<file path="config.mk">
export PLATFORM = sky130hd
export DESIGN_NAME = spmd_host_top
export DESIGN_NICKNAME = d
export VERILOG_FILES = /design/src/hdl/spmd_pkg.sv /design/src/hdl/spmd_load_if.sv /design/src/hdl/spmd_cycle_counter.sv /design/src/hdl/spmd_host_top.sv /design/src/hdl/spmd_image_mem.sv /design/src/hdl/spmd_loader_fsm.sv /design/src/hdl/spmd_pkt_encoder.sv /design/src/hdl/spmd_resp_decoder.sv
export SDC_FILE = /design/constraint.sdc
export NUM_CORES = 1
export LEC_CHECK = 0
export BUFFER_PORTS_ARGS = -buffer_cell sky130_fd_sc_hd__buf_2
export CAP_MARGIN = 40
export CORE_MARGIN = 5
export CORE_UTILIZATION = 52
export DETAILED_ROUTE_END_ITERATION = 16
export GPL_TIMING_DRIVEN = 0
export HOLD_SLACK_MARGIN = 0.1
export PLACE_DENSITY = 0.76
export SYNTH_ARGS = -nofsm -noshare
export SYNTH_HDL_FRONTEND = slang
export SYNTH_SLANG_ARGS = --single-unit
</file>
<file path="constraint.sdc">
create_clock -name clk_i -period 6.2 [get_ports clk_i]
set_clock_uncertainty 0.15 [all_clocks]
set_input_delay 0.31 -clock clk_i [delete_from_list [all_inputs] [get_ports clk_i]]
set_output_delay 0.31 -clock clk_i [all_outputs]
set_load 0.03 [all_outputs]
</file>
<file path="src/hdl/spmd_pkg.sv">
`default_nettype none

package spmd_pkg;

  typedef logic [31:0] data_t;  // network data word
  typedef logic [15:0] epa_t;   // word address inside a tile
  typedef logic [6:0]  cord_t;  // tile coordinate, x or y

  // special tile addresses, kept above any image word index
  localparam epa_t freeze_addr_c = 16'h8000;
  localparam epa_t stat_addr_c   = 16'h8004;
  localparam epa_t finish_addr_c = 16'h8008;

  typedef enum logic [2:0] {
    IDLE,
    WAIT_TAG,
    RESET_HOLD,
    LOAD,
    UNFREEZE,
    DONE
  } loader_state_e;

endpackage

`default_nettype wire

</file>
<file path="src/hdl/spmd_load_if.sv">
`default_nettype none

interface spmd_load_if (
  input logic clk_i
);

  logic            rd_en;     // image word step
  spmd_pkg::epa_t  rd_addr;   // word index
  spmd_pkg::epa_t  tile_idx;  // row-major tile number
  logic            unfreeze;  // freeze register step
  logic            last;
  spmd_pkg::data_t rd_data;   // one cycle after rd_en

  modport loader (input clk_i, output rd_en, rd_addr, tile_idx, unfreeze, last);

  modport mem (input clk_i, input rd_en, rd_addr, output rd_data);

  modport encoder (input clk_i, input rd_en, rd_addr, tile_idx, unfreeze, rd_data);

endinterface

`default_nettype wire

</file>
<file path="src/hdl/spmd_cycle_counter.sv">
`default_nettype none

module spmd_cycle_counter (
  input  logic            clk_i
  ,input  logic            rst_n_i
  ,input  logic            core_reset_i
  ,output spmd_pkg::data_t count_o
);

  // zero in the first cycle out of core reset
  always_ff @(posedge clk_i) begin
    if (!rst_n_i) begin
      count_o <= '0;
    end else if (core_reset_i) begin
      count_o <= '0;
    end else begin
      count_o <= count_o + 1'b1;
    end
  end

endmodule

`default_nettype wire

</file>
<file path="src/hdl/spmd_host_top.sv">
`default_nettype none

module spmd_host_top #(
  parameter int num_tiles_x_p = 2
  ,parameter int num_tiles_y_p = 2
  ,parameter int image_words_p = 8
  ,parameter int reset_depth_p = 3
) (
  input  logic            clk_i
  ,input  logic            rst_n_i

  ,input  logic            img_we_i
  ,input  spmd_pkg::epa_t  img_addr_i
  ,input  spmd_pkg::data_t img_data_i

  ,input  logic            tag_done_i
  ,output logic            core_reset_o

  ,output logic            pkt_v_o
  ,output spmd_pkg::cord_t pkt_x_o
  ,output spmd_pkg::cord_t pkt_y_o
  ,output spmd_pkg::epa_t  pkt_addr_o
  ,output spmd_pkg::data_t pkt_data_o
  ,output logic            loader_done_o

  ,input  logic            resp_v_i
  ,input  spmd_pkg::cord_t resp_x_i  // source tile, not decoded
  ,input  spmd_pkg::cord_t resp_y_i
  ,input  spmd_pkg::epa_t  resp_addr_i
  ,input  spmd_pkg::data_t resp_data_i

  ,output logic            print_stat_v_o
  ,output spmd_pkg::data_t print_stat_tag_o
  ,output spmd_pkg::data_t print_stat_cycle_o
  ,output logic            finish_o
);

  spmd_pkg::data_t cycle_cnt;

  spmd_load_if ld (.clk_i(clk_i));

  spmd_loader_fsm #(
    .num_tiles_x_p(num_tiles_x_p)
    ,.num_tiles_y_p(num_tiles_y_p)
    ,.image_words_p(image_words_p)
    ,.reset_depth_p(reset_depth_p)
  ) u_loader (
    .clk_i(clk_i)
    ,.rst_n_i(rst_n_i)
    ,.tag_done_i(tag_done_i)
    ,.core_reset_o(core_reset_o)
    ,.loader_done_o(loader_done_o)
    ,.ld(ld.loader)
  );

  // host writes land only while the tiles sit in reset
  spmd_image_mem #(
    .image_words_p(image_words_p)
  ) u_image_mem (
    .clk_i(clk_i)
    ,.img_we_i(img_we_i & core_reset_o)
    ,.img_addr_i(img_addr_i)
    ,.img_data_i(img_data_i)
    ,.ld(ld.mem)
  );

  spmd_pkt_encoder #(
    .num_tiles_x_p(num_tiles_x_p)
  ) u_encoder (
    .clk_i(clk_i)
    ,.rst_n_i(rst_n_i)
    ,.ld(ld.encoder)
    ,.pkt_v_o(pkt_v_o)
    ,.pkt_x_o(pkt_x_o)
    ,.pkt_y_o(pkt_y_o)
    ,.pkt_addr_o(pkt_addr_o)
    ,.pkt_data_o(pkt_data_o)
  );

  spmd_cycle_counter u_cycle_ctr (
    .clk_i(clk_i)
    ,.rst_n_i(rst_n_i)
    ,.core_reset_i(core_reset_o)
    ,.count_o(cycle_cnt)
  );

  spmd_resp_decoder u_resp_dec (
    .clk_i(clk_i)
    ,.rst_n_i(rst_n_i)
    ,.resp_v_i(resp_v_i)
    ,.resp_addr_i(resp_addr_i)
    ,.resp_data_i(resp_data_i)
    ,.cycle_i(cycle_cnt)
    ,.print_stat_v_o(print_stat_v_o)
    ,.print_stat_tag_o(print_stat_tag_o)
    ,.print_stat_cycle_o(print_stat_cycle_o)
    ,.finish_o(finish_o)
  );

endmodule

`default_nettype wire

</file>
<file path="src/hdl/spmd_image_mem.sv">
`default_nettype none

module spmd_image_mem #(
  parameter int image_words_p = 8
) (
  input  logic            clk_i
  ,input  logic            img_we_i
  ,input  spmd_pkg::epa_t  img_addr_i
  ,input  spmd_pkg::data_t img_data_i
  ,spmd_load_if.mem        ld
);

  localparam int idx_w_lp = (image_words_p > 1) ? $clog2(image_words_p) : 1;

  spmd_pkg::data_t mem_r [image_words_p];

  // one image shared by all tiles
  always_ff @(posedge clk_i) begin
    if (img_we_i && (img_addr_i < spmd_pkg::epa_t'(image_words_p))) begin
      mem_r[img_addr_i[idx_w_lp-1:0]] <= img_data_i;
    end
  end

  always_ff @(posedge clk_i) begin
    if (ld.rd_en) begin
      ld.rd_data <= mem_r[ld.rd_addr[idx_w_lp-1:0]];
    end
  end

endmodule

`default_nettype wire

</file>
<file path="src/hdl/spmd_loader_fsm.sv">
`default_nettype none

module spmd_loader_fsm #(
  parameter int num_tiles_x_p = 2
  ,parameter int num_tiles_y_p = 2
  ,parameter int image_words_p = 8
  ,parameter int reset_depth_p = 3
) (
  input  logic        clk_i
  ,input  logic        rst_n_i
  ,input  logic        tag_done_i
  ,output logic        core_reset_o
  ,output logic        loader_done_o
  ,spmd_load_if.loader ld
);

  localparam int num_tiles_lp = num_tiles_x_p * num_tiles_y_p;
  localparam int hold_w_lp    = $clog2(reset_depth_p + 1);

  spmd_pkg::loader_state_e state_r;
  spmd_pkg::epa_t          word_r;
  spmd_pkg::epa_t          tile_r;
  logic [hold_w_lp-1:0]    hold_cnt_r;
  logic                    done_d_r;  // matches the memory stage

  assign ld.rd_en    = (state_r == spmd_pkg::LOAD);
  assign ld.rd_addr  = word_r;
  assign ld.tile_idx = tile_r;
  assign ld.unfreeze = (state_r == spmd_pkg::UNFREEZE);
  assign ld.last     = ld.unfreeze && (tile_r == spmd_pkg::epa_t'(num_tiles_lp - 1));

  always_ff @(posedge clk_i) begin
    if (!rst_n_i) begin
      state_r      <= spmd_pkg::IDLE;
      core_reset_o <= 1'b1;
      word_r       <= '0;
      tile_r       <= '0;
      hold_cnt_r   <= '0;
    end else begin
      unique case (state_r)
        spmd_pkg::IDLE, spmd_pkg::WAIT_TAG: begin
          hold_cnt_r <= '0;
          if (tag_done_i) begin
            state_r <= spmd_pkg::RESET_HOLD;
          end else begin
            state_r <= spmd_pkg::WAIT_TAG;
          end
        end
        spmd_pkg::RESET_HOLD: begin
          if (hold_cnt_r == hold_w_lp'(reset_depth_p - 1)) begin
            core_reset_o <= 1'b0;  // tiles out of reset, still frozen
            state_r      <= spmd_pkg::LOAD;
          end else begin
            hold_cnt_r <= hold_cnt_r + 1'b1;
          end
        end
        spmd_pkg::LOAD: begin
          if (word_r == spmd_pkg::epa_t'(image_words_p - 1)) begin
            state_r <= spmd_pkg::UNFREEZE;
          end else begin
            word_r <= word_r + 1'b1;
          end
        end
        spmd_pkg::UNFREEZE: begin
          word_r <= '0;
          if (ld.last) begin
            state_r <= spmd_pkg::DONE;
          end else begin
            tile_r  <= tile_r + 1'b1;  // next tile, row-major
            state_r <= spmd_pkg::LOAD;
          end
        end
        spmd_pkg::DONE: state_r <= spmd_pkg::DONE;
        default: state_r <= spmd_pkg::IDLE;
      endcase
    end
  end

  // done trails the packet pipeline by two stages
  always_ff @(posedge clk_i) begin
    if (!rst_n_i) begin
      done_d_r      <= 1'b0;
      loader_done_o <= 1'b0;
    end else begin
      done_d_r      <= (state_r == spmd_pkg::DONE);
      loader_done_o <= done_d_r;
    end
  end

endmodule

`default_nettype wire

</file>
<file path="src/hdl/spmd_pkt_encoder.sv">
`default_nettype none

module spmd_pkt_encoder #(
  parameter int num_tiles_x_p = 2
) (
  input  logic             clk_i
  ,input  logic             rst_n_i
  ,spmd_load_if.encoder     ld
  ,output logic             pkt_v_o
  ,output spmd_pkg::cord_t  pkt_x_o
  ,output spmd_pkg::cord_t  pkt_y_o
  ,output spmd_pkg::epa_t   pkt_addr_o
  ,output spmd_pkg::data_t  pkt_data_o
);

  // step fields delayed to line up with the memory word
  logic           s1_v_r;
  logic           s1_unfreeze_r;
  spmd_pkg::epa_t s1_tile_r;
  spmd_pkg::epa_t s1_word_r;

  always_ff @(posedge clk_i) begin
    if (!rst_n_i) begin
      s1_v_r  <= 1'b0;
      pkt_v_o <= 1'b0;
    end else begin
      s1_v_r  <= ld.rd_en | ld.unfreeze;
      pkt_v_o <= s1_v_r;
    end
  end

  always_ff @(posedge clk_i) begin
    s1_unfreeze_r <= ld.unfreeze;
    s1_tile_r     <= ld.tile_idx;
    s1_word_r     <= ld.rd_addr;
  end

  always_ff @(posedge clk_i) begin
    if (s1_v_r) begin
      pkt_x_o <= spmd_pkg::cord_t'(s1_tile_r % spmd_pkg::epa_t'(num_tiles_x_p));
      pkt_y_o <= spmd_pkg::cord_t'(s1_tile_r / spmd_pkg::epa_t'(num_tiles_x_p));
      if (s1_unfreeze_r) begin
        pkt_addr_o <= spmd_pkg::freeze_addr_c;
        pkt_data_o <= '0;  // 0 releases the tile
      end else begin
        pkt_addr_o <= s1_word_r;
        pkt_data_o <= ld.rd_data;
      end
    end
  end

endmodule

`default_nettype wire

</file>
<file path="src/hdl/spmd_resp_decoder.sv">
`default_nettype none

module spmd_resp_decoder (
  input  logic            clk_i
  ,input  logic            rst_n_i
  ,input  logic            resp_v_i
  ,input  spmd_pkg::epa_t  resp_addr_i
  ,input  spmd_pkg::data_t resp_data_i
  ,input  spmd_pkg::data_t cycle_i
  ,output logic            print_stat_v_o
  ,output spmd_pkg::data_t print_stat_tag_o
  ,output spmd_pkg::data_t print_stat_cycle_o
  ,output logic            finish_o
);

  logic stat_hit;
  logic finish_hit;

  assign stat_hit   = resp_v_i && (resp_addr_i == spmd_pkg::stat_addr_c);
  assign finish_hit = resp_v_i && (resp_addr_i == spmd_pkg::finish_addr_c);

  always_ff @(posedge clk_i) begin
    if (!rst_n_i) begin
      print_stat_v_o <= 1'b0;
      finish_o       <= 1'b0;
    end else begin
      print_stat_v_o <= stat_hit;  // single cycle pulse
      finish_o       <= finish_o | finish_hit;  // sticky
    end
  end

  // cycle stamp taken in the request cycle
  always_ff @(posedge clk_i) begin
    if (stat_hit) begin
      print_stat_tag_o   <= resp_data_i;
      print_stat_cycle_o <= cycle_i;
    end
  end

endmodule

`default_nettype wire

</file>
==> qor.txt, run 1 <==
clk slew on worst S/H paths: 0.06 ns
Worst path max stage delay: 0.68 ns
first-pass GRT wire length: 62,210 um
Met1 Wirelength: 16,300 um
Pwr Density: 297.7 nW/um2
# rows: 69
Setup TNS: 0 ns
P_leak: 7.867 nW
layout net count: 1,545
Seq pwr share: 53.6%
metal3 WL: 3249 um
met2 routed WL: 21,060 um
Worst Hold Depth: 0
top_reg_cell synth: edfxtp_1
Yosys reg bits: 509
post-DR vias/cell: 5.597
Num CTS Buffers: 49
antenna violations before repair: 2
remaining global-route overflow: 0
RSZ-0062 raised after global routing: false
ys async rst share: 0%
total track usage: 20.46%
mean routed wirelength per cell: 21.40 um
largest net degree at the start of global routing: 58
register area share after synthesis: 76.30%
Buffers on Ports: 225
max-slew violation count: 0
Critical Path Fanout Max: 8
syn_area_per_cell: 17.75 um2
Min-Delay Path Class: flip-flop to flip-flop
remaining antenna violation count after routing: 0
yosys warns: 0
Die Span Y: 199.7 um
Req. time, crit path: 6.33 ns
Sink Count: 509
Layout area overhead: 23.80%
switching share of power: 19.81%
fmax: 310.5 MHz
critical path arrival: 3.35 ns
max cap viols: 0
post-CTS setup buffer count: 0
Hold Vio Cnt, Final: 0
GPL Wtd Cong: 0.8256
Starting Density: 52.60%
Internal: 5.529 mW
fin crit period: 3.220 ns
Worst setup SP type: flip-flop
H-tree Lvls: 2
Synth cell types: 48
Combinational Power Share: 2.9%
Worst Reg-to-Reg Cells: 7
Detailed Routing Iterations Pass 1: 5
Clock Power Share: 43.5%
Boundary Pins: 246
slowest CP cell: nor3_2
synthesized area: 18,710 um2
max_slew headroom: 41.86%
area of the die: 39,870 um2
critical path class: flip-flop to flip-flop
Bufs and invs on worst path: 3
Via Count: 10,810
ordered cell list for the critical path: nor4bb_1 -> nand4_1 -> nand2b_1 -> nor3_2 -> buf_6 -> buf_6 -> buf_4
hold buffers post-CTS: 72
post-synthesis cell count: 1,054
critical path depth: 7
VDD IR-drop max: 0.3028 mV
P_sw: 1.366 mW
root buffer cell: clkbuf_16
crit path capture type: flip-flop
DIE WIDTH: 199.7 um
DR DRC count: 0
Slew @ Worst Pin: 0.8701 ns
Worst-Skew Late Latency: 0.58 ns
dpl hpwl: 25,880 um
final core utilization: 65.11%
Most Frequent Cell on Critical Path: buf_6
core outline area: 35,570 um2
Starting DRT DRC Count: 830
final setup vio count: 0
# resized after CTS: 0
CTS tree: yes
Clock Path Buffers: 3
wirelength, routed: 41,330 um
status: completed
fraction of layout cells with a size suffix above 1: 30.74%
critical path's top delay family: simple AND/OR/NAND/NOR gates
Post-synth EDFFs: 408
top routing layer used: met4
vias in the first global route: 11,040
period utilization: 51.94%
## final timing paths
check	start	end	slack (ns)
setup / recovery	u_loader.core_reset_o$_SDFFE_PN1P_	u_image_mem.mem_r[0][17]$_DFFE_PP_	2.98
hold / removal	u_loader.ld.rd_addr[2]$_SDFFE_PN0P_	u_encoder.s1_word_r[2]$_DFF_P_	0.20
hold reg to reg	u_loader.ld.rd_addr[2]$_SDFFE_PN0P_	u_encoder.s1_word_r[2]$_DFF_P_	0.20
setup reg to reg	u_loader.core_reset_o$_SDFFE_PN1P_	u_image_mem.mem_r[0][17]$_DFFE_PP_	2.98
## routing by layer
| layer | global-route usage, % | vias up |
|---|---|---|
| met5 | 0 | - |
| met4 | 4.906 | 0 |
| met3 | 5.024 | 58 |
| met2 | 35.91 | 455 |
| met1 | 25.89 | 5402 |
| li1 | - | 4893 |
## registers in the layout (all words and copies together), names as in the netlist, 2 cells and up
register	count
u_encoder.s1_word_r	16
u_loader.hold_cnt_r	2
u_cycle_ctr.count_o	32
u_image_mem.mem_r	256
u_loader.ld.tile_idx	16
u_encoder.pkt_addr_o	16
u_resp_dec.print_stat_tag_o	32
u_loader.state_r	3
u_encoder.pkt_y_o	7
u_loader.ld.rd_addr	16
u_encoder.pkt_data_o	32
u_image_mem.ld.rd_data	32
u_resp_dec.print_stat_cycle_o	32
u_encoder.s1_tile_r	8
## power by group through the flow
stage / clock network (mW) / logic (mW) / registers [mW]
final: 3.00 / 0.199 / 3.70
after global routing: 3.21 / 0.215 / 3.70
after CTS: 3.05 / 0.200 / 3.70
after detailed placement: 0 / 0.162 / 3.77
after global placement: 0 / 0.152 / 3.77
after floorplan: 0 / 0.0700 / 3.78
## synth_stat cells (3+ instances only)
library cell  instances  area, um2
or4_1                22      165.2
mux4_2               64       1441
buf_4                 6      45.04
inv_1                13      48.80
or2_2                 5      31.28
and4_1                8      70.07
mux2_2               32      360.4
o31ai_1              23      172.7
mux2i_1               6      60.06
nor2_1               33      123.9
nand3b_1              3      22.52
nor2b_1              48      300.3
nor4_1               14      87.58
nand2_1              27      101.4
nand2b_1              7      43.79
and2_1                7      43.79
nand3_1              23      115.1
dfxtp_1             101       2022
xor2_1                9      78.83
nor3b_1               4      30.03
xnor2_1               7      61.31
buf_2                11      55.05
o21ai_0              22      110.1
buf_1                 5      18.77
and3_1                8      50.05
a21oi_1              42      210.2
ha_1                  4      50.05
nand4_1              15      93.84
nor3_1                8      40.04
edfxtp_1            408      12250
clkbuf_1             32      120.1
or3_1                16      100.1
## kinds of logic (layout without fill, tap and decap cells)
kind of cell | count (synthesis) | in the layout | share of synthesized area, %
AO/OA/AOI/OAI | 95 | 95 | 2.983
XOR/XNOR | 16 | 16 | 0.7491
adder cells (fa/ha/maj) | 4 | 4 | 0.2675
buffers and inverters | 68 | 476 | 1.558
flip-flops | 509 | 509 | 76.30
multiplexers | 102 | 102 | 9.952
other | 1 | 9 | 0.02004
AND/OR/NAND/NOR | 259 | 259 | 8.173
## layout make-up
class | count | area [um2]
clock buffers | 67 | 1388
fillers | 2346 | 12410
flip-flops and latches | 509 | 14280
multi-input cells | 482 | 4228
clock inverters | 25 | 250.2
well taps | 461 | 576.8
diodes | 3 | 7.507
repair buffers | 316 | 2141
inverters | 14 | 52.55
plain buffers | 54 | 239.0
## per-stage QoR
stage	hold slack, ns	power [mW]	cells	cell area (um2)	worst slack (ns)
after global placement	0.1859	3.925	1745	20430	-0.1858
after global routing	0.2154	7.120	1930	23160	2.711
after floorplan	0.1758	3.853	1059	18730	2.200
final	0.2017	6.895	1931	23160	2.980
after CTS	0.2027	6.947	1928	23150	2.923
after detailed placement	0.1930	3.935	1764	20790	2.934
## cells in the final DEF (no fill, tap or decap), types with 5 or more instances in the layout
master         synthesis  routed
buf_4                  6      10
nand2b_1               7       7
mux2_2                32      32
clkbuf_1              32      44
or3_1                 16      16
and3_1                 8       8
a21oi_1               42      42
nor2_4                 0       6
buf_2                 11     236
mux2i_1                6       6
nor2_1                33      27
nor3_1                 8       6
o31ai_1               23      23
clkinv_2               0       9
and2_1                 7       7
nand3_1               23      23
clkinv_1               0       6
buf_6                  0       5
dlygate4sd3_1          0      72
nor2b_1               48      48
dfxtp_1              101     100
inv_1                 13      13
clkbuf_16              0      52
mux4_2                64      64
buf_1                  5       5
conb_1                 1       6
nand4_1               15      15
edfxtp_1             408     408
xnor2_1                7       7
xor2_1                 9       9
or4_1                 22      22
o21ai_0               22      22
and4_1                 8       8
nor4_1                14      14
nand2_1               27      27
or2_2                  5       5
No activity file was read; power rests on OpenSTA's default activity.
==> inputs of run 2 (changes only) <==
--- a/config.mk
+++ b/config.mk
@@ -5,6 +5,7 @@
 export SDC_FILE = /design/constraint.sdc
 export NUM_CORES = 1
 export LEC_CHECK = 0
+export ABC_AREA = 1
 export BUFFER_PORTS_ARGS = -buffer_cell sky130_fd_sc_hd__buf_2
 export CAP_MARGIN = 40
 export CORE_MARGIN = 5
==> constraint.sdc (replaced) <==
create_clock -name clk_i -period 2.85 [get_ports clk_i]
set_clock_uncertainty 0.15 [all_clocks]
set_input_delay 0.1425 -clock clk_i [delete_from_list [all_inputs] [get_ports clk_i]]
set_output_delay 0.1425 -clock clk_i [all_outputs]
set_load 0.03 [all_outputs]
==> run 2 against run 1 <==
  * First-iteration DRC count up 64%
  * Final area grew 4.0%
  * Maximum frequency grew 17%
  * Critical path type unchanged
  * Highest routed layer is now met5
==> qor.txt, run 2 <==
fin crit period: 2.746 ns (-0.4741 ns)
fraction of layout cells with a size suffix above 1: 17.43% (-13 points)
Critical Path Fanout Max: 17 (+9)
Hold Vio Cnt, Final: 0 (unchanged)
Inst Count DP: 2,371 (+34%)
synth cell count leaders: edfxtp_1 (408), nor2_1 (346), nand2_1 (266), inv_1 (116), dfxtp_1 (101)
area of the die: 41,480 um2 (+4.0%)
top cell type's share of synthesized area: 62.83% (-2.7 points)
critical path arrival: 2.88 ns (-0.47 ns)
Post-synth EDFFs: 408 (unchanged)
Boundary Pins: 246 (unchanged)
Buffers on Ports: 225 (unchanged)
synthesized area: 19,500 um2 (+4.2%)
Worst-Skew Late Latency: 0.60 ns (+0.02 ns)
Pwr Density: 662.1 nW/um2 (+120%)
Slew @ Worst Pin: 0.8607 ns (-0.009409 ns)
root buffer cell: clkbuf_16
Clock Path Buffers: 3 (unchanged)
period utilization: 96.35% (+44 points)
Num CTS Buffers: 49 (unchanged)
max cap viols: 0 (unchanged)
final setup vio count: 0 (unchanged)
max reg flops: 256 (unchanged)
Worst setup SP type: flip-flop
antenna violations before repair: 2 (unchanged)
core outline area: 37,310 um2 (+4.9%)
P_leak: 8.684 nW (+10%)
Starting DRT DRC Count: 1,362 (+64%)
Detailed Routing Iterations Pass 1: 5 (unchanged)
yosys warns: 0 (unchanged)
Synth cell types: 34 (-29%)
ys async rst share: 0% (unchanged)
dpl hpwl: 30,500 um (+18%)
first-pass GRT wire length: 73,180 um (+18%)
commonest non-fill, non-tap cell in the layout: edfxtp_1
Sink Count: 509 (unchanged)
max-slew violation count: 0 (unchanged)
DR DRC count: 0 (unchanged)
# rows: 71 (+2.9%)
layout net count: 2,157 (+40%)
vias in the first global route: 13,530 (+23%)
fin area: 24,080 um2 (+4.0%)
RSZ-0062 raised after global routing: false
critical path class: flip-flop to flip-flop
Yosys reg bits: 509 (unchanged)
Min-Delay Path Class: input port to flip-flop
Place WS: 0.05998 ns (-2.874 ns)
VDD IR-drop max: 0.6034 mV (+99%)
Overall Power: 15.94 mW (+130%)
mean routed wirelength per cell: 18.66 um (-13%)
final setup margin: 0.1040 ns (-2.876 ns)
Setup TNS: 0 ns (unchanged)
wirelength, routed: 47,630 um (+15%)
max_slew headroom: 42.62% (+0.76 points)
CTS tree: yes
syn_area_per_cell: 11.78 um2 (-34%)
top_reg_cell synth: edfxtp_1
remaining antenna violation count after routing: 0 (unchanged)
Starting Density: 52.27% (-0.33 points)
Post-Layout Cell Count: 2,552 (+32%)
placed cell area: 21,560 um2 (+3.7%)
Req. time, crit path: 2.98 ns (-3.35 ns)
Die Span Y: 203.7 um (+2.0%)
area leader, netlist: edfxtp_1
status: completed
post-synthesis cell count: 1,656 (+57%)
H-tree Lvls: 2 (unchanged)
total track usage: 22.52% (+2.1 points)
crit path capture type: flip-flop
largest net degree at the start of global routing: 58 (unchanged)
DIE WIDTH: 203.7 um (+2.0%)
post-DR vias/cell: 5.390 (-3.7%)
most frequent cells in the layout: edfxtp_1 (408), nor2_1 (338), nand2_1 (266), buf_2 (238), inv_1 (115)
fmax: 364.2 MHz (+17%)
clk slew on worst S/H paths: 0.07 ns (about the same)
# resized after CTS: 0 (unchanged)
remaining global-route overflow: 0 (unchanged)
largest cells by area after synthesis: edfxtp_1 (63%), dfxtp_1 (10%), nor2_1 (6.7%)
count leader, synth: edfxtp_1
Via Count: 13,760 (+27%)
Layout area overhead: 23.46%
register area share after synthesis: 73.19% (-3.1 points)
GPL Wtd Cong: 0.8988 (+8.9%)
run 2: cell count changes after synthesis, moves of 13 or more:
cell | before | now
nand2_1 | 27 | 266
mux4_2 | 64 | 0
o21ai_0 | 22 | 86
a21oi_1 | 42 | 59
mux2_2 | 32 | 0
nor4_1 | 14 | 1
nor2_1 | 33 | 346
nor2b_1 | 48 | 0
o32ai_1 | 0 | 64
or3_1 | 16 | 0
nor3_1 | 8 | 25
or4_1 | 22 | 0
o31ai_1 | 23 | 0
inv_1 | 13 | 116
run 2: cell families after synthesis:
family	Yosys count	synth area share, %
buffers and inverters	193	4.010
other	1	0.01923
AO/OA/AOI/OAI	215	6.827
flip-flops	509	73.19
XOR/XNOR	15	0.6737
AND/OR/NAND/NOR	719	15.02
adder cells (fa/ha/maj)	4	0.2567
run 2: per-layer routing:
layer	up-vias	GRT usage [%]	routed length, um
met5	-	0	11
met4	2	7.492	1105
li1	6515	-	-
met3	80	4.532	3539
met2	575	38.77	23840
met1	6583	28.83	19130
run 2: worst max-delay path, stage by stage, from the launching register on:
cell and delay, ns:
dfxtp_1 0.39, nand3_1 0.12, nor2_1 0.38, and3_1 0.28, nand2_1 0.25, nor2_4 0.61
buf_16 0.25
run 2: path summary, 6_finish.rpt:
path / from / endpoint / slack, ns / cells after the start
min: resp_data_i[4] / u_resp_dec.print_stat_tag_o[4]$_DFFE_PP_ / 0.12 / 2
max: u_loader.core_reset_o$_SDFFE_PN1P_ / u_image_mem.mem_r[4][21]$_DFFE_PP_ / 0.10 / 6
max reg2reg: u_loader.core_reset_o$_SDFFE_PN1P_ / u_image_mem.mem_r[4][21]$_DFFE_PP_ / 0.10 / 6
min reg2reg: u_loader.ld.rd_addr[2]$_SDFFE_PN0P_ / u_encoder.s1_word_r[2]$_DFF_P_ / 0.20 / 0
run 2: layout make-up:
type	instances	area, um2
antenna	1	2.502
buffer	69	316.6
clock buffer	62	1295
clock inverter	28	309.0
fill	2707	13240
inverter	124	465.4
multi-input combinational	959	4524
sequential	509	14280
tap	474	593.1
timing repair buffer	326	2292
run 2: report_power, final:
part           internal, mW  switching, mW  leakage (nW)
Combinational         0.441          0.852          3.39
Sequential             8.16         0.0784          4.52
Clock                  3.63           2.77         0.773
Total                  12.2           3.70          8.68
run 2: repair_timing:
item / in CTS / in global routing
buffers inserted: 0 / 1
hold buffers: 89 / 0
setup endpoints to repair: 0 / 9
endpoints found under the hold margin: 408 / 0
run 2: metrics by stage:
stage | hold slack, ns | util, %
final | 0.1166 | 64.53
after global routing | 0.1094 | 64.53
after CTS | 0.1010 | 64.47
after detailed placement | 0.1714 | 57.78
after global placement | 0.1699 | 56.92
after floorplan | 0.08595 | -
==> inputs of run 3 (changes only) <==
--- a/config.mk
+++ b/config.mk
@@ -9,11 +9,10 @@
 export BUFFER_PORTS_ARGS = -buffer_cell sky130_fd_sc_hd__buf_2
 export CAP_MARGIN = 40
 export CORE_MARGIN = 5
-export CORE_UTILIZATION = 52
+export CORE_UTILIZATION = 40
 export DETAILED_ROUTE_END_ITERATION = 16
 export GPL_TIMING_DRIVEN = 0
 export HOLD_SLACK_MARGIN = 0.1
-export PLACE_DENSITY = 0.76
 export SYNTH_ARGS = -nofsm -noshare
 export SYNTH_HDL_FRONTEND = slang
 export SYNTH_SLANG_ARGS = --single-unit
==> run 3 against run 2 <==
  * Via count down 1.5%
  * Power grew 0.52%
  * Sequential share of layout area shrank 0.56 points
  * Count of clock-buffer cells in the layout increased by 12
  * Die area up 28%
  * Cell count is 6.3% higher
  * Critical path depth is 3 higher
  * First-iteration DRC count fell by 32%
  * Core utilization decreased by 14 points
  * Largest cell class unchanged
==> qor.txt, run 3 (synthesized netlist as in run 2, its figures left out) <==
status: completed
crit path capture type: flip-flop
fraction of layout cells with a size suffix above 1: 17.37% (-0.061 points)
DR DRC count: 0 (unchanged)
flop-to-flop setup slack: 0.34 ns (+0.24 ns)
max_slew headroom: 42.45% (-0.18 points)
critical path depth: 9 (+3)
GPL Wtd Cong: 0.8412 (-6.4%)
Most Frequent Cell on Critical Path: dlygate4sd3_1
Worst Setup SP: resp_addr_i[2]
Layout area overhead: 24.64%
Slew @ Worst Pin: 0.8633 ns (+0.002663 ns)
Critical R2R Capture: u_loader.state_r[2]$_SDFFE_PN0P_
Worst Reg-to-Reg Cells: 9 (+3)
Die Span Y: 230.8 um (+13%)
remaining antenna violation count after routing: 0 (unchanged)
Worst setup SP type: input port
commonest non-fill, non-tap cell in the layout: edfxtp_1
layout net count: 2,164 (+0.32%)
root buffer cell: clkbuf_16
Pwr Density: 659.2 nW/um2 (-0.44%)
placed cell area: 21,730 um2 (+0.79%)
VDD IR-drop max: 0.4853 mV (-20%)
ordered cell list for the critical path: dlygate4sd3_1 -> buf_2 -> nand3b_1 -> dlygate4sd3_1 -> nor3_1 -> dlygate4sd3_1 -> nand2_1 -> clkinv_2 -> buf_12
Boundary Pins: 246 (unchanged)
critical path arrival: 2.79 ns (-0.09 ns)
period utilization: 94.25% (-2.1 points)
Hold Vio Cnt, Final: 0 (unchanged)
max-slew violation count: 0 (unchanged)
fin crit period: 2.686 ns (-0.05981 ns)
Req. time, crit path: 2.96 ns (-0.02 ns)
Starting DRT DRC Count: 928 (-32%)
Via Count: 13,540 (-1.5%)
Buffers on Ports: 225 (unchanged)
wirelength, routed: 49,140 um (+3.2%)
Worst Hold Depth: 2 (unchanged)
Critical Path Fanout Max: 44 (+27)
Sink Count: 509 (unchanged)
area of the multi-input gates: 4524 um2 (unchanged)
Hold Slack: 0.1375 ns (+0.02093 ns)
Worst path max stage delay: 0.57 ns (-0.04 ns)
slowest CP cell: dlygate4sd3_1
Reg area: 14,280 um2 (unchanged)
antenna violations before repair: 2 (unchanged)
P_leak: 8.714 nW (+0.34%)
most frequent cells in the layout: edfxtp_1 (408), nor2_1 (338), nand2_1 (266), buf_2 (238), inv_1 (115)
clk slew on worst S/H paths: 0.05 ns (-0.02 ns)
largest net degree at the start of global routing: 58 (unchanged)
DIE WIDTH: 230.8 um (+13%)
RSZ-0062 raised after global routing: false
critical path's top delay family: buffers and inverters
remaining global-route overflow: 0 (unchanged)
total track usage: 18.06% (-4.5 points)
post-DR vias/cell: 4.992 (-7.4%)
mean routed wirelength per cell: 18.11 um (-3.0%)
Num CTS Buffers: 54 (+10%)
Worst-Skew Late Latency: 0.59 ns (about the same)
Detailed Routing Iterations Pass 1: 4 (-1)
core outline area: 48,550 um2 (+30%)
final setup vio count: 0 (unchanged)
filler cell count: 4,278 (+58%)
area of the die: 53,270 um2 (+28%)
dpl hpwl: 32,510 um (+6.6%)
critical path class: input port to flip-flop
Starting Density: 40.17% (-12 points)
Hold Path Sink: u_resp_dec.print_stat_tag_o[12]$_DFFE_PP_
Min-Delay Path Class: input port to flip-flop
hold path start: resp_data_i[12]
Bufs and invs on worst path: 6 (+5)
first-pass GRT wire length: 75,380 um (+3.0%)
CTS tree: yes
H-tree Lvls: 2 (unchanged)
worst r2r src: u_loader.state_r[0]$_SDFFE_PN0P_
vias in the first global route: 13,240 (-2.2%)
fin area: 24,310 um2 (+0.96%)
max cap viols: 0 (unchanged)
# rows: 81 (+14%)
Clock Path Buffers: 3 (unchanged)
fmax: 372.3 MHz (+2.2%)
max reg flops: 256 (unchanged)
run 3: worst max path at each step:
| stage | to |
|---|---|
| 2_1_floorplan | u_image_mem.mem_r[0][0]$_DFFE_PP_ |
| 3_3_place_gp | u_image_mem.mem_r[7][7]$_DFFE_PP_ |
| 3_5_place_dp | u_loader.state_r[2]$_SDFFE_PN0P_ |
| 4_1_cts | u_resp_dec.print_stat_tag_o[0]$_DFFE_PP_ |
| 5_1_grt | u_resp_dec.print_stat_tag_o[8]$_DFFE_PP_ |
| 6_report | u_resp_dec.print_stat_tag_o[8]$_DFFE_PP_ |
run 3: timing repair:
| item | in CTS | in global routing |
|---|---|---|
| setup endpoints to repair | 0 | 44 |
| endpoints found under the hold margin | 416 | 0 |
| resized for setup | 0 | 1 |
| hold buffers | 92 | 0 |
| setup buffers | 0 | 0 |
run 3: per-layer routing:
metal  GRT usage (%)  vias to the layer above  share of wire, %
li1                -                     6521                 -
met1           23.47                     6499                42
met2           30.82                      434                49
met3           3.517                       87               6.4
met4           5.609                        2               2.6
met5               0                        -             0.014
run 3: layout make-up:
type | count | area share [%]
antenna | 1 | 0.01029
tap | 622 | 3.202
sequential | 509 | 58.74
inverter | 124 | 1.920
clock buffer | 74 | 6.167
multi-input combinational | 959 | 18.61
buffer | 69 | 1.302
clock inverter | 27 | 0.6383
timing repair buffer | 328 | 9.410
run 3: report_power, final:
part	switching, mW	internal [mW]	leakage, nW
Clock	2.80	3.68	0.806
Sequential	0.0787	8.17	4.52
Combinational	0.856	0.443	3.38
Total	3.73	12.3	8.71
run 3: through the flow:
step / worst slack [ns] / util, % / TNS, ns / total power, mW / instances
6_report: 0.1638 / 50.07 / 0 / 16.02 / 2713
5_1_grt: 0.02587 / 50.07 / 0 / 16.70 / 2712
4_1_cts: 0.1331 / 50.06 / 0 / 16.24 / 2712
3_5_place_dp: 0.2672 / 44.76 / 0 / 9.617 / 2519
3_3_place_gp: -1.530 / 44.13 / -399.84 / 9.589 / 2508
2_1_floorplan: -0.02731 / - / -6.992 / 9.109 / 1661
